$ cat src/audio_pkg.sv
package audio_pkg;

	// sample and memory geometry
	localparam int SAMPLE_W = 16;
	localparam int ADDR_W   = 10;
	localparam int SPEED_W  = 4;

	// one audio word as seen by ADC and DAC
	typedef logic [SAMPLE_W-1:0] sample_t;
	// store address, also used as a sample count
	typedef logic [ADDR_W-1:0] addr_t;
	// playback speed switch value
	typedef logic [SPEED_W-1:0] speed_t;
	// bit position inside a sample while shifting in
	typedef logic [$clog2(SAMPLE_W)-1:0] bit_cnt_t;

	// record / play mode machine
	typedef enum logic [2:0] {
		S_IDLE,
		S_RECD,
		S_RECD_PAUSE,
		S_PLAY,
		S_PLAY_PAUSE
	} ctrl_state_t;

endpackage
$ cat src/audio_recorder.sv
`timescale 1ns/1ps

module audio_recorder import audio_pkg::*; (
	input  logic    i_clk,
	input  logic    i_rst_n,
	input  logic    i_en,
	input  logic    i_restart,
	input  logic    i_bit_en,
	input  logic    i_adc_bit,
	input  logic    i_wr_ack,
	output logic    o_wr_req,
	output addr_t   o_wr_addr,
	output sample_t o_wr_data,
	output addr_t   o_rec_addr
);

	// deserializer
	sample_t  shift_r;
	bit_cnt_t bit_cnt_r;
	// write side of the store handshake
	logic     wr_req_r;
	sample_t  wr_data_r;
	addr_t    addr_r;

	logic     bit_take;
	logic     sample_done;
	logic     wr_open;
	logic     store_full;
	sample_t  shift_nxt;

	// bits only count while recording, so pause holds the position
	assign bit_take    = i_en && i_bit_en;
	// msb arrives first
	assign shift_nxt   = {shift_r[SAMPLE_W-2:0], i_adc_bit};
	assign sample_done = bit_take && (bit_cnt_r == bit_cnt_t'(SAMPLE_W - 1));
	// write still in progress until ack has fallen
	assign wr_open     = wr_req_r || i_wr_ack;
	// last address reached, no more writes
	assign store_full  = (addr_r == '1);

	always_ff @(posedge i_clk or negedge i_rst_n) begin
		if (!i_rst_n) begin
			bit_cnt_r <= '0;
		end else if (i_restart) begin
			// a partial sample left over from a stop is thrown away here
			bit_cnt_r <= '0;
		end else if (bit_take) begin
			bit_cnt_r <= sample_done ? '0 : bit_cnt_r + 1'b1;
		end
	end

	always_ff @(posedge i_clk or negedge i_rst_n) begin
		if (!i_rst_n) begin
			wr_req_r <= 1'b0;
			addr_r   <= '0;
		end else if (i_restart) begin
			wr_req_r <= 1'b0;
			addr_r   <= '0;
		end else if (wr_req_r) begin
			// ack seen, release req and count the sample
			if (i_wr_ack) begin
				wr_req_r <= 1'b0;
				addr_r   <= addr_r + 1'b1;
			end
		end else if (sample_done && !i_wr_ack && !store_full) begin
			wr_req_r <= 1'b1;
		end
	end

	// payload, held stable for the whole handshake
	always_ff @(posedge i_clk) begin
		if (bit_take) begin
			shift_r <= shift_nxt;
		end
		if (sample_done && !wr_open) begin
			wr_data_r <= shift_nxt;
		end
	end

	assign o_wr_req   = wr_req_r;
	assign o_wr_addr  = addr_r;
	assign o_wr_data  = wr_data_r;
	assign o_rec_addr = addr_r;

endmodule

$ cat config.mk
export PLATFORM = sky130hd
export DESIGN_NAME = audio_recorder
export DESIGN_NICKNAME = d
export VERILOG_FILES = /design/src/audio_pkg.sv /design/src/audio_recorder.sv
export SDC_FILE = /design/constraint.sdc
export NUM_CORES = 1
export LEC_CHECK = 0
export ABC_AREA = 1
export BUFFER_PORTS_ARGS = -buffer_cell sky130_fd_sc_hd__buf_4
export CORE_MARGIN = 5
export CORE_UTILIZATION = 55
export DETAILED_ROUTE_END_ITERATION = 10
export PLACE_DENSITY_LB_ADDON = 0.3
export SLEW_MARGIN = 5
export SYNTH_ARGS = -nofsm -noshare
export SYNTH_HDL_FRONTEND = slang
export SYNTH_SLANG_ARGS = --single-unit
$ cat constraint.sdc
create_clock -name i_clk -period 2.56 [get_ports i_clk]
set_input_delay 0.256 -clock i_clk [delete_from_list [all_inputs] [get_ports i_clk]]
set_output_delay 0.256 -clock i_clk [all_outputs]
set_load 0.02 [all_outputs]
Yosys cells after proc, flatten, opt, wreduce, memory -nomap -nowiden. Cells that the tools add are included.

Bits in registers: 46. Input port bits: 7. Word-level logic and storage cells: 32.

$add $sub $neg: 2. Equal/unequal tests: 2. Mux-type cells: 10. Reduce and logical (&&, ||, !) cells: 13.

Operators by type and width (number): two-way mux 10 bit (3); two-way mux 4 bit (3); adder 10 x 1 -> 10 bit, second input constant (1); equality test 10 bit, second input constant (1); nonzero test 2 bit (3); logical AND 1 bit (5); adder 4 x 1 -> 4 bit, second input constant (1); equality test 4 bit, second input constant (1); two-way mux 1 bit (4); zero test 1 bit (3); AND reduction 2 bit (1); logical OR 1 bit (1).

Depth between registers and ports, before layout. Gate-level depths: netlist of the first run.

Word-level depth: 7. Depth in mapped cells: 7. Depth with buffers taken out: 7.

Worst setup path before layout of the first run. No wires, ideal clock.

Path kind: in2reg. From: input i_en. To: register wr_data_r[0] (netlist: o_wr_data[0]), enable pin. Library setup time: 377 ps. Arrival time: 1320 ps. Path slack: 863 ps. Stages on the path: 4. Buffers on the path: 0. Cell sequence: nand2_1 > inv_1 > nand2_1 > nor2_2.

Word-level cells in the longest chain between the ends: 3.

RTL lines: start: declaration (line audio_recorder.sv:6) `input logic i_en,`; logical AND 1 bit (line audio_recorder.sv:32) `assign bit_take = i_en && i_bit_en;`; net bit_take (line audio_recorder.sv:25) `logic bit_take;`; logical AND 1 bit (line audio_recorder.sv:35) `assign sample_done = bit_take && (bit_cnt_r == bit_cnt_t'(SAMPLE_W - 1));`; logical AND 1 bit (line audio_recorder.sv:75) `if (sample_done && !wr_open) begin`; end signal: assignment (line audio_recorder.sv:76) `wr_data_r <= shift_nxt;`; end: declaration (line audio_recorder.sv:22) `sample_t wr_data_r;`.

The timed path passes the listed nets, and every way through them passes these cells. A chain may end at the register's enable or synchronous reset.

Worst setup path in the final report of the first run.
From: register bit_cnt_r[0]. To: register wr_data_r[14] (netlist: o_wr_data[14]), enable pin.

Word-level cells in the longest chain between the ends: 3.

RTL lines: start: declaration (line audio_recorder.sv:19) `bit_cnt_t bit_cnt_r;`; start signal: assignment (line audio_recorder.sv:48) `bit_cnt_r <= sample_done ? '0 : bit_cnt_r + 1'b1;`; equality test 4 bit (line audio_recorder.sv:35); logical AND 1 bit (line audio_recorder.sv:35); logical AND 1 bit (line audio_recorder.sv:75).

No other way between the ends.

==> summary.txt, run 1 <==
======================================================================================================
Run status .............................................................................. finished, final reports clean
Total nets after synthesis ..............................................................          166
Startpoint-to-endpoint class of the critical path .......................................   reg -> reg
WL per Instance .........................................................................      14.2 um
Count of unique library cells instantiated by Yosys .....................................           19
CTS tree ................................................................................         done
Nets@finish .............................................................................          207
Maximum ir drop on the vdd rail .........................................................     0.451 mV
Global-route usage over all layers ......................................................        17.3%
Signal arrival time at the worst endpoint ...............................................      1.82 ns
TritonRoute pass-1 iters ................................................................            4
Synth Area per Inst .....................................................................     11.8 um2
Type of the tightest min-delay check ....................................................    in -> reg
Max-slew headroom at the worst pin ......................................................        44.9%
IO Pins .................................................................................           44
Clock transition at the register clock pins on the worst setup and hold paths after CTS .      0.13 ns
Synthesized flop and latch total ........................................................           46
Highest Clock Rate ......................................................................    0.545 GHz
Critical-path top delay cell ............................................................ sky130_fd_sc_hd__nor2_2
Fraction of final layout cells sized beyond drive strength 1 ............................        28.6%
Setup repair after global routing missed its margin .....................................        false
Via count ...............................................................................         1210
Count of nets left with antenna violations after detail routing .........................            0
Type of element launching the critical path .............................................     register
Buffers inserted by post-CTS timing repair ..............................................            0
Port-buffer cells .......................................................................           43
Maximum cell stage delay along the critical path ........................................      0.64 ns
Part of the cycle the worst path needs ..................................................        71.6%
Final setup fails .......................................................................            0
Number of buffers inserted by hold repair at cts ........................................            1
Wire length of the first global-routing pass ............................................      5.70 mm
Combinational cell fraction of total power ..............................................         2.8%
Final routed wirelength across all metal layers .........................................      3.47 mm
Initial standard-cell utilization of the core ...........................................        56.3%
Post-synthesis to final-layout area growth ..............................................        20.2%
Number of synthesis warnings ............................................................            0
Leak pwr ................................................................................  0.000973 uW
Ordered list of cells on the worst path ................................................. ha_1 > inv_1 > nor2_1 > nand2_1 > nor2_2
Post-synth design cell area .............................................................     1850 um2
Total negative slack ....................................................................         0 ns
Number of instances in the placed design ................................................          236
Max-Cap Viols ...........................................................................            0
Post-Route Skew .........................................................................   0.00667 ns
Placed wire-length estimate .............................................................      2.54 mm
DRC violations left .....................................................................            0
Number of inserted filler cells in the final layout .....................................          263
Flip-flop and latch area ................................................................     1310 um2
Floorplan row count .....................................................................           21
Vias in the first global route ..........................................................         1260
Final RePlAce weighted congestion .......................................................        0.811
Highest net fanout along the worst path .................................................           17
Total power divided by cell area ........................................................   530 nW/um2
Number of buffers on the longest clock path .............................................            2
Violation count after the first detailed-route iteration ................................           59
Chip width ..............................................................................      68.0 um
Slew @ Worst Pin ........................................................................     0.826 ns
Share of total power in sequential cells ................................................        68.8%
Die Area ................................................................................     4620 um2
Power share of the clock group ..........................................................        28.4%
Total of cells resized after clock tree synthesis .......................................            0
Most frequent standard cell in the layout excluding fill and tap cells .................. sky130_fd_sc_hd__buf_4
Num CTS Buffers .........................................................................            5
Required time at the endpoint of the critical path ......................................      2.55 ns
Core outline area .......................................................................     3280 um2
Aggregate global routing overflow .......................................................            0
Number of hold violations in the final report ...........................................            0
Switching share of total power ..........................................................        21.6%
Internal power ..........................................................................       924 uW
CTS HTree Levels ........................................................................            2
Final instance count without filler cells ...............................................          245
Chip Height .............................................................................      68.0 um
Mean number of vias per cell ............................................................         4.94
Clk Tree Root Cell ...................................................................... sky130_fd_sc_hd__clkbuf_4
Commonest cells after routing, fill and taps aside ...................................... sky130_fd_sc_hd__buf_4 (44), sky130_fd_sc_hd__nand2_1 (36), sky130_fd_sc_hd__edfxtp_1 (31)
Time the final worst path needs with I/O delays and setup ...............................      1.83 ns
Sequential element share of the synthesized area ........................................        70.7%
Number of pins exceeding their max-slew limit in the final report .......................            0
Pin count of the biggest net entering global routing ....................................           18
Sort of element at the end of the critical path .........................................     register
Synthesized instance count ..............................................................          157
Worst-case hold slack ...................................................................    0.0813 ns
Number of antenna violations at the first check in global routing .......................            0
Net switching power .....................................................................       254 uW
Antenna fix cells .......................................................................            0
Latest clock arrival within the worst-skew pair .........................................      0.35 ns
Combined area of the multi-input logic cells ............................................      384 um2
Clk sinks ...............................................................................           46
======================================================================================================
## per-stage QoR
stage / instance area, um2 / utilization, % / power, uW / setup slack [ns]
after CTS: 2220 / 67.7 / 1190 / 0.674
final: 2220 / 67.7 / 1180 / 0.727
after detailed placement: 2150 / 65.6 / 859 / 0.687
after floorplan: 1850 / - / 838 / 0.863
after global routing: 2220 / 67.7 / 1240 / 0.523
after global placement: 2150 / 65.6 / 856 / 0.850
## routing by layer
| layer | track usage (%) | up-vias | wire length (um) |
|---|---|---|---|
| met5 | 0 | - | 0 |
| met4 | 5.71 | 0 | 34 |
| met3 | 7.22 | 4 | 195 |
| met2 | 28.3 | 40 | 1850 |
| met1 | 20.6 | 583 | 1390 |
| li1 | - | 583 | - |
## cells by family after synthesis
logic type | after synthesis | synth area share [%]
simple gates | 66 | 15.8
flops | 46 | 70.7
buf+inv | 31 | 8.53
compound gates | 11 | 3.11
fa+ha+maj | 2 | 1.35
xor+xnor | 1 | 0.474
## Yosys cell counts
| cell | number | area share [%] |
|---|---|---|
| sky130_fd_sc_hd__nor2_1 | 14 | 2.8 |
| sky130_fd_sc_hd__o21ai_0 | 5 | 1.4 |
| sky130_fd_sc_hd__buf_4 | 11 | 4.5 |
| sky130_fd_sc_hd__nand3_2 | 1 | 0.54 |
| sky130_fd_sc_hd__inv_1 | 20 | 4.1 |
| sky130_fd_sc_hd__nand2_1 | 36 | 7.3 |
| sky130_fd_sc_hd__ha_1 | 2 | 1.4 |
| sky130_fd_sc_hd__nor3_2 | 1 | 0.54 |
| sky130_fd_sc_hd__nand4_1 | 2 | 0.68 |
| sky130_fd_sc_hd__o21bai_1 | 1 | 0.41 |
| sky130_fd_sc_hd__nor2_2 | 2 | 0.68 |
| sky130_fd_sc_hd__nand3b_1 | 1 | 0.41 |
| sky130_fd_sc_hd__a21oi_1 | 5 | 1.4 |
| sky130_fd_sc_hd__or2_0 | 1 | 0.34 |
| sky130_fd_sc_hd__xor2_1 | 1 | 0.47 |
| sky130_fd_sc_hd__edfxtp_1 | 31 | 50 |
| sky130_fd_sc_hd__nand3_1 | 7 | 1.9 |
| sky130_fd_sc_hd__nor2_4 | 1 | 0.61 |
| sky130_fd_sc_hd__dfrtp_1 | 15 | 20 |
## cell type report
type                       instances  area share (%)
clock inverter                     3           0.957
sequential                        46            58.8
inverter                          20            3.38
timing repair buffer              45            15.3
tap                               46            2.59
clock buffer                       5            1.69
multi-input combinational         80            17.3
## final timing paths
kind	depth (start not counted)	end	slack, ns	start
min in group asynchronous	2	o_rec_addr[2]$_DFFE_PN0P_	0.29	i_rst_n
min	1	shift_r[0]$_DFFE_PP_	0.08	i_adc_bit
max	5	o_wr_data[14]$_DFFE_PP_	0.73	bit_cnt_r[0]$_DFFE_PN0P_
min reg2reg	0	o_wr_data[15]$_DFFE_PP_	0.44	shift_r[14]$_DFFE_PP_
max reg2reg	5	o_wr_data[14]$_DFFE_PP_	0.73	bit_cnt_r[0]$_DFFE_PN0P_
max in group asynchronous	2	bit_cnt_r[1]$_DFFE_PN0P_	2.09	i_rst_n
## registers in the layout, summed over array words and instances (netlist names)
name and cells:
o_rec_addr 10, o_wr_req 1, bit_cnt_r 4, o_wr_data 16, shift_r 15
## critical path, delay by kind of cell, from the launching register on
kind                     cells  cell delay [ns]
adder cells (fa/ha/maj)      1             0.15
buffers and inverters        1             0.06
flip-flops                   1             0.40
AND/OR/NAND/NOR              3             0.87
## power by group through the flow
stage	clock (uW)	combinational [uW]	sequential, uW
detailed placement	0	31.7	827
global placement	0	30.1	826
global route	390	37.0	812
finish	334	32.6	811
floorplan	0	13.9	825
CTS	344	33.0	811
Power figures use the tool's default switching activity.
==> inputs of run 2 (changes only) <==
--- a/config.mk
+++ b/config.mk
@@ -5,10 +5,10 @@
 export SDC_FILE = /design/constraint.sdc
 export NUM_CORES = 1
 export LEC_CHECK = 0
-export ABC_AREA = 1
+export ABC_AREA = 0
 export BUFFER_PORTS_ARGS = -buffer_cell sky130_fd_sc_hd__buf_4
 export CORE_MARGIN = 5
-export CORE_UTILIZATION = 55
+export CORE_UTILIZATION = 46
 export DETAILED_ROUTE_END_ITERATION = 10
 export PLACE_DENSITY_LB_ADDON = 0.3
 export SLEW_MARGIN = 5
==> constraint.sdc (replaced) <==
create_clock -name i_clk -period 1.6 [get_ports i_clk]
set_input_delay 0.16 -clock i_clk [delete_from_list [all_inputs] [get_ports i_clk]]
set_output_delay 0.16 -clock i_clk [all_outputs]
set_load 0.02 [all_outputs]
==> summary.txt, run 2 <==
======================================================================================================
Nets@finish .............................................................................          171   was 207
Count of unique library cells instantiated by Yosys .....................................           28   was 19
Chip width ..............................................................................      72.1 um   was 68.0 um
Number of inserted filler cells in the final layout .....................................          300   was 263
CTS HTree Levels ........................................................................            2   unchanged
Worst Reg-to-Reg Cells ..................................................................            4   was 5
Most frequent cell after synthesis ...................................................... sky130_fd_sc_hd__edfxtp_1   was sky130_fd_sc_hd__nand2_1
Die Area ................................................................................     5200 um2   was 4620 um2
Post-Route Skew .........................................................................   0.00242 ns   was 0.00667 ns
Initial standard-cell utilization of the core ...........................................        48.1%   was 56.3%
Core outline area .......................................................................     3690 um2   was 3280 um2
TritonRoute pass-1 iters ................................................................            6   was 4
Violation count after the first detailed-route iteration ................................           87   was 59
Num CTS Buffers .........................................................................            5   unchanged
Via count ...............................................................................         1115   was 1210
Flip-flop count of the largest register after layout ....................................           16   unchanged
Buffers inserted by post-CTS timing repair ..............................................            0   unchanged
IO Pins .................................................................................           44   unchanged
Mean number of vias per cell ............................................................         5.28   was 4.94
Critical-path top delay cell ............................................................ sky130_fd_sc_hd__dfrtp_1   was sky130_fd_sc_hd__nor2_2
Clk Tree Root Cell ...................................................................... sky130_fd_sc_hd__clkbuf_8   was sky130_fd_sc_hd__clkbuf_4
Part of the cycle the worst path needs ..................................................        91.5%   was 71.6%
Total negative slack ....................................................................         0 ns   unchanged
Highest net fanout along the worst path .................................................           16   was 17
Min setup slack post-route ..............................................................     0.137 ns   was 0.727 ns
Final setup fails .......................................................................            0   unchanged
Number of antenna violations at the first check in global routing .......................            0   unchanged
Port-buffer cells .......................................................................           43   unchanged
Vias in the first global route ..........................................................         1147   was 1260
Ranking of synthesized cells by area .................................................... sky130_fd_sc_hd__edfxtp_1 (52%), sky130_fd_sc_hd__dfrtp_1 (21%), sky130_fd_sc_hd__buf_4 (4.2%), sky130_fd_sc_hd__a21oi_1 (3.4%), sky130_fd_sc_hd__nand3_1 (2.0%)   was sky130_fd_sc_hd__edfxtp_1 (50%), sky130_fd_sc_hd__dfrtp_1 (20%), sky130_fd_sc_hd__nand2_1 (7.3%), sky130_fd_sc_hd__buf_4 (4.5%), sky130_fd_sc_hd__inv_1 (4.1%)
Required time at the endpoint of the critical path ......................................      1.61 ns   was 2.55 ns
Aggregate global routing overflow .......................................................            0   unchanged
Ordered list of cells on the worst path ................................................. ha_1 > nand3_1 > nor3_4 > buf_12   was ha_1 > inv_1 > nor2_1 > nand2_1 > nor2_2
Post-synthesis to final-layout area growth ..............................................        25.9%   was 20.2%
Type of the tightest min-delay check ....................................................    in -> reg   unchanged
CTS tree ................................................................................         done   unchanged
Fin area ................................................................................     2230 um2   was 2220 um2
Signal arrival time at the worst endpoint ...............................................      1.47 ns   was 1.82 ns
Placed wire-length estimate .............................................................      2.22 mm   was 2.54 mm
Total nets after synthesis ..............................................................          130   was 166
Number of enable-type register cells in the synthesized netlist .........................           31   unchanged
Latest clock arrival within the worst-skew pair .........................................      0.29 ns   was 0.35 ns
Buffer and inverter count on the worst path .............................................            1   unchanged
Pin count of the biggest net entering global routing ....................................           17   was 18
Type of element launching the critical path .............................................     register   unchanged
Slew @ Worst Pin ........................................................................     0.557 ns   was 0.826 ns
Total power divided by cell area ........................................................   975 nW/um2   was 530 nW/um2
WP depth ................................................................................            4   was 5
Synthesized flop and latch total ........................................................           46   unchanged
Commonest cells after routing, fill and taps aside ...................................... sky130_fd_sc_hd__buf_4 (44), sky130_fd_sc_hd__edfxtp_1 (31), sky130_fd_sc_hd__dfrtp_1 (13)   was sky130_fd_sc_hd__buf_4 (44), sky130_fd_sc_hd__nand2_1 (36), sky130_fd_sc_hd__edfxtp_1 (31)
Placed cell areas .......................................................................     2110 um2   was 2150 um2
Wire length of the first global-routing pass ............................................      5.46 mm   was 5.70 mm
Post-Place Setup Slack ..................................................................     0.116 ns   was 0.687 ns
Worst-case hold slack ...................................................................    0.0486 ns   was 0.0813 ns
Post-synth design cell area .............................................................     1770 um2   was 1850 um2
Most frequent standard cell in the layout excluding fill and tap cells .................. sky130_fd_sc_hd__buf_4   unchanged
Number of hold violations in the final report ...........................................            0   unchanged
Number of pins exceeding their max-slew limit in the final report .......................            0   unchanged
Share of the synthesized area in the top cell type ......................................        52.5%   was 50.4%
Highest Clock Rate ......................................................................    0.683 GHz   was 0.545 GHz
WL per Instance .........................................................................      15.4 um   was 14.2 um
Sequential element share of the synthesized area ........................................        73.6%   was 70.7%
Final Core Density ......................................................................        60.5%   was 67.7%
Clk sinks ...............................................................................           46   unchanged
Post-synthesis cell type with the largest combined area ................................. sky130_fd_sc_hd__edfxtp_1   unchanged
Async set-or-reset flop fraction in the synthesized netlist .............................        32.6%   unchanged
Global-route usage over all layers ......................................................        13.5%   was 17.3%
Sort of element at the end of the critical path .........................................     register   unchanged
Max-slew headroom at the worst pin ......................................................        62.8%   was 44.9%
Max-Cap Viols ...........................................................................            0   unchanged
Number of synthesis warnings ............................................................            0   unchanged
Time the final worst path needs with I/O delays and setup ...............................      1.46 ns   was 1.83 ns
Top Family by Delay on Critical Path ....................................................   flip-flops   was simple AND/OR/NAND/NOR gates
Antenna fix cells .......................................................................            0   unchanged
Leak pwr ................................................................................  0.000870 uW   was 0.000973 uW
Final RePlAce weighted congestion .......................................................        0.797   was 0.811
Hold Path Stages ........................................................................            1   unchanged
Fraction of final layout cells sized beyond drive strength 1 ............................        35.6%   was 28.6%
Floorplan row count .....................................................................           22   was 21
Synthesized instance count ..............................................................          121   was 157
Startpoint-to-endpoint class of the critical path .......................................   reg -> reg   unchanged
Top flip-flop cell by instance count after synthesis .................................... sky130_fd_sc_hd__edfxtp_1   unchanged
DRC violations left .....................................................................            0   unchanged
Setup repair after global routing missed its margin .....................................        false   unchanged
Run status .............................................................................. finished, final reports clean   unchanged
Maximum cell stage delay along the critical path ........................................      0.42 ns   was 0.64 ns
Chip Height .............................................................................      72.1 um   was 68.0 um
Final routed wirelength across all metal layers .........................................      3.24 mm   was 3.47 mm
Synth Area per Inst .....................................................................     14.7 um2   was 11.8 um2
Maximum ir drop on the vdd rail .........................................................     0.616 mV   was 0.451 mV
Top post-synthesis cells by count ....................................................... sky130_fd_sc_hd__edfxtp_1 (31), sky130_fd_sc_hd__dfrtp_1 (15), sky130_fd_sc_hd__a21oi_1 (12), sky130_fd_sc_hd__buf_4 (10)   was sky130_fd_sc_hd__nand2_1 (36), sky130_fd_sc_hd__edfxtp_1 (31), sky130_fd_sc_hd__inv_1 (20), sky130_fd_sc_hd__dfrtp_1 (15), sky130_fd_sc_hd__nor2_1 (14)
Clock transition at the register clock pins on the worst setup and hold paths after CTS .      0.08 ns   was 0.13 ns
Count of nets left with antenna violations after detail routing .........................            0   unchanged
Number of buffers on the longest clock path .............................................            2   unchanged
======================================================================================================
-- run 2: worst paths after layout --
kind / slack, ns / startpoint / endpoint
max in group asynchronous: 1.14 / i_rst_n / o_rec_addr[0]$_DFFE_PN0P_
worst min-delay path: 0.05 / i_adc_bit / o_wr_data[0]$_DFFE_PP_
worst max register to register: 0.14 / bit_cnt_r[0]$_DFFE_PN0P_ / o_wr_data[6]$_DFFE_PP_
min in group asynchronous: 0.26 / i_rst_n / o_rec_addr[8]$_DFFE_PN0P_
worst min register to register: 0.45 / shift_r[14]$_DFFE_PP_ / o_wr_data[15]$_DFFE_PP_
worst max-delay path: 0.14 / bit_cnt_r[0]$_DFFE_PN0P_ / o_wr_data[6]$_DFFE_PP_
-- run 2: cells by family (layout without fill, tap and decap cells) --
logic type	after synthesis	after routing	share of synthesized area [%]
DFF	46	46	73.6
buffers and inverters	15	57	5.71
adders and majority gates	2	2	1.41
AOI/OAI and AO/OA	22	22	7.12
xor gates and xnor gates	3	3	1.48
and+or+nand+nor	33	33	10.6
-- run 2: worst reg2reg max path, cell delays in order, from the launching register on --
cell                      delay [ns]
sky130_fd_sc_hd__dfrtp_1        0.42
sky130_fd_sc_hd__ha_1           0.27
sky130_fd_sc_hd__nand3_1        0.14
sky130_fd_sc_hd__nor3_4         0.17
sky130_fd_sc_hd__buf_12         0.18
-- run 2: metrics by stage --
stage	power (uW)	cells
after floorplan	1330	121
after global placement	1360	202
after detailed placement	1370	202
after CTS	2200	211
after global routing	2250	211
final	2180	211
-- run 2: area by class of cell --
type / instances / area, um2 / area share (%)
Multi-Input combinational cell: 60 / 383 / 17.1
Sequential cell: 46 / 1310 / 58.6
Inverter: 3 / 11.3 / 0.504
Timing Repair Buffer: 46 / 360 / 16.1
Clock inverter: 2 / 37.5 / 1.68
Tap cell: 48 / 60.1 / 2.69
Clock buffer: 6 / 72.6 / 3.25
-- run 2: metal layers --
metal	track usage [%]	routed length, um	vias to the layer above
met4	5.43	44	0
met2	21.6	1660	26
met5	0	0	-
li1	-	-	529
met1	16.8	1360	556
met3	4.71	169	4
-- run 2: where the power goes --
| group | switching, uW | leakage, uW | internal [uW] | total [uW] |
|---|---|---|---|---|
| clock | 368 | 0.0000514 | 466 | 833 |
| combinational | 31.8 | 0.000329 | 15.3 | 47.0 |
| sequential | 9.59 | 0.000490 | 1290 | 1300 |
-- run 2: timing repair --
action / CTS / global route
gates resized for setup: 0 / 3
hold buffers: 1 / 0
setup endpoints to repair: 0 / 4
endpoints found under the hold margin: 15 / 0
==> inputs of run 3 (changes only) <==
==> constraint.sdc (replaced) <==
create_clock -name i_clk -period 1.6 [get_ports i_clk]
set_input_delay 0.08 -clock i_clk [delete_from_list [all_inputs] [get_ports i_clk]]
set_output_delay 0.08 -clock i_clk [all_outputs]
set_load 0.02 [all_outputs]
==> summary.txt, run 3 (synthesized netlist as in run 2, its figures left out) <==
======================================================================================================
Run status .............................................................................. finished, final reports clean   unchanged
WL per Instance .........................................................................      16.5 um   was 15.4 um
Flip-flop and latch area ................................................................     1310 um2   unchanged
Placed wire-length estimate .............................................................      2.30 mm   was 2.22 mm
Clk Tree Root Cell ...................................................................... sky130_fd_sc_hd__clkbuf_8   unchanged
Hold worst-path end ..................................................................... o_wr_req$_DFF_PN0_   was o_wr_data[0]$_DFFE_PP_
Highest Clock Rate ......................................................................    0.677 GHz   was 0.683 GHz
Number of hold violations in the final report ...........................................            0   unchanged
Combined area of the multi-input logic cells ............................................      390 um2   was 383 um2
Vias in the first global route ..........................................................         1128   was 1147
Combinational cell fraction of total power ..............................................         2.2%   about the same
Violation count after the first detailed-route iteration ................................           71   was 87
Final setup fails .......................................................................            0   unchanged
Commonest cells after routing, fill and taps aside ...................................... sky130_fd_sc_hd__buf_4 (44), sky130_fd_sc_hd__edfxtp_1 (31), sky130_fd_sc_hd__dfrtp_1 (13)   unchanged
Latest clock arrival within the worst-skew pair .........................................      0.30 ns   was 0.29 ns
Number of pins exceeding their max-slew limit in the final report .......................            0   unchanged
Power share of the clock group ..........................................................        39.0%   was 38.3%
Max-Cap Viols ...........................................................................            0   unchanged
Die Area ................................................................................     5200 um2   unchanged
Antenna fix cells .......................................................................            0   unchanged
Initial standard-cell utilization of the core ...........................................        48.1%   unchanged
Hold Path Stages ........................................................................            2   was 1
Maximum ir drop on the vdd rail .........................................................     0.593 mV   was 0.616 mV
Number of buffers on the longest clock path .............................................            2   unchanged
Pin count of the biggest net entering global routing ....................................           17   unchanged
Aggregate global routing overflow .......................................................            0   unchanged
Share of total power in sequential cells ................................................        58.7%   was 59.6%
Number of antenna violations at the first check in global routing .......................            0   unchanged
Flip-flop count of the largest register after layout ....................................           16   unchanged
Mean number of vias per cell ............................................................         5.28   about the same
Nets@finish .............................................................................          172   was 171
Net switching power .....................................................................       436 uW   was 409 uW
Part of the cycle the worst path needs ..................................................        92.3%   was 91.5%
Beginning of the worst hold path ........................................................     i_wr_ack   was i_adc_bit
IO Pins .................................................................................           44   unchanged
CTS HTree Levels ........................................................................            2   unchanged
Chip width ..............................................................................      72.1 um   unchanged
Signal arrival time at the worst endpoint ...............................................      1.71 ns   was 1.47 ns
Internal power ..........................................................................      1770 uW   about the same
Worst reg-to-reg setup slack ............................................................      0.12 ns   was 0.14 ns
Startpoint-to-endpoint class of the critical path .......................................   reg -> reg   unchanged
Total power divided by cell area ........................................................   980 nW/um2   was 975 nW/um2
Clk sinks ...............................................................................           46   unchanged
Post-synthesis to final-layout area growth ..............................................        27.0%   was 25.9%
CTS tree ................................................................................         done   unchanged
Number of inserted filler cells in the final layout .....................................          302   was 300
Most frequent standard cell in the layout excluding fill and tap cells .................. sky130_fd_sc_hd__buf_4   unchanged
Number of instances in the placed design ................................................          202   unchanged
TritonRoute pass-1 iters ................................................................            4   was 6
Slew @ Worst Pin ........................................................................     0.570 ns   was 0.557 ns
Type of the tightest min-delay check ....................................................    in -> reg   unchanged
Core outline area .......................................................................     3690 um2   unchanged
Count of nets left with antenna violations after detail routing .........................            0   unchanged
Num CTS Buffers .........................................................................            5   unchanged
DRC violations left .....................................................................            0   unchanged
Buffers inserted by post-CTS timing repair ..............................................            0   unchanged
Switching share of total power ..........................................................        19.8%   was 18.8%
Sort of element at the end of the critical path .........................................     register   unchanged
Final Core Density ......................................................................        61.1%   was 60.5%
Leak pwr ................................................................................  0.000882 uW   was 0.000870 uW
Final RePlAce weighted congestion .......................................................        0.794   was 0.797
Port-buffer cells .......................................................................           43   unchanged
Post-Route Skew .........................................................................    0.0106 ns   was 0.00242 ns
Capture instance of the worst register-to-register path ................................. o_rec_addr[9]$_DFFE_PN0P_   was o_wr_data[6]$_DFFE_PP_
Reg2Reg Launch Point .................................................................... o_rec_addr[5]$_DFFE_PN0P_   was bit_cnt_r[0]$_DFFE_PN0P_
Clock transition at the register clock pins on the worst setup and hold paths after CTS .      0.09 ns   was 0.08 ns
Type of element launching the critical path .............................................     register   unchanged
Wire length of the first global-routing pass ............................................      5.57 mm   was 5.46 mm
Max-slew headroom at the worst pin ......................................................        61.9%   was 62.8%
Fraction of final layout cells sized beyond drive strength 1 ............................        36.0%   was 35.6%
Floorplan row count .....................................................................           22   unchanged
Highest net fanout along the worst path .................................................            8   was 16
Via count ...............................................................................         1119   was 1115
Final instance count without filler cells ...............................................          212   was 211
Required time at the endpoint of the critical path ......................................      1.83 ns   was 1.61 ns
Worst Reg-to-Reg Cells ..................................................................            3   was 4
Final routed wirelength across all metal layers .........................................      3.49 mm   was 3.24 mm
Time the final worst path needs with I/O delays and setup ...............................      1.48 ns   was 1.46 ns
Global-route usage over all layers ......................................................        14.4%   was 13.5%
Chip Height .............................................................................      72.1 um   unchanged
======================================================================================================
[run 3: cell types whose count changed in the layout (fill, tap and decap cells not counted), sizes merged]
cell         change
clkinv           +1
clkinvlp         -1
dlygate4sd3      +1
inv              +1
clkbuf           -1
[run 3: repair_timing]
action / CTS / global route
endpoints found under the hold margin: 17 / 0
hold buffers: 2 / 0
setup endpoints to repair: 0 / 5
gates resized for setup: 0 / 4
[run 3: worst max-delay path by stage]
stage,cells after the start,start,to
6_report,3,o_rec_addr[5]$_DFFE_PN0P_,o_rec_addr[9]$_DFFE_PN0P_
5_1_grt,4,o_rec_addr[0]$_DFFE_PN0P_,o_rec_addr[8]$_DFFE_PN0P_
4_1_cts,4,o_rec_addr[0]$_DFFE_PN0P_,o_rec_addr[8]$_DFFE_PN0P_
3_5_place_dp,3,o_rec_addr[3]$_DFFE_PN0P_,o_rec_addr[7]$_DFFE_PN0P_
3_3_place_gp,4,o_rec_addr[0]$_DFFE_PN0P_,o_rec_addr[8]$_DFFE_PN0P_
2_1_floorplan,3,bit_cnt_r[0]$_DFFE_PN0P_,o_wr_data[0]$_DFFE_PP_
[run 3: area by class of cell]
type                    instances  area share (%)
clock buffers                   5            3.05
clock inverters                 3            1.94
inverters                       3           0.500
multi-input cells              60            17.3
flip-flops and latches         46            58.1
well taps                      48            2.67
repair buffers                 47            16.4
[run 3: metal layers]
metal	global-route usage [%]	up-vias	routed length, um
li1	-	530	-
met1	16.7	544	1380
met2	23.7	34	1780
met3	3.74	11	203
met4	9.39	0	117
met5	0	-	0
[run 3: power by group through the flow]
stage	Combinational [uW]	Sequential [uW]	Clock (uW)
6_report	49.2	1300	862
3_5_place_dp	45.6	1320	0
3_3_place_gp	43.6	1320	0
2_1_floorplan	14.9	1320	0
4_1_cts	49.2	1300	889
5_1_grt	55.4	1300	933
[run 3: worst max-delay path, stage by stage, from the launching register on]
cell	delay, ns
sky130_fd_sc_hd__dfrtp_1	0.50
sky130_fd_sc_hd__nand4_1	0.21
sky130_fd_sc_hd__or4_1	0.55
sky130_fd_sc_hd__a21oi_1	0.15
[run 3: through the flow]
stage                     worst slack, ns  cell area (um2)  total power [uW]  hold slack (ns)  setup TNS, ns
after floorplan                    0.0544             1790              1330           -0.216              0
after global placement              0.181             2110              1360          -0.0580              0
after detailed placement            0.109             2110              1370          -0.0539              0
after CTS                          0.0562             2240              2230          0.00404              0
after global routing              -0.0222             2250              2290           0.0266        -0.0283
final                               0.124             2250              2210           0.0320              0
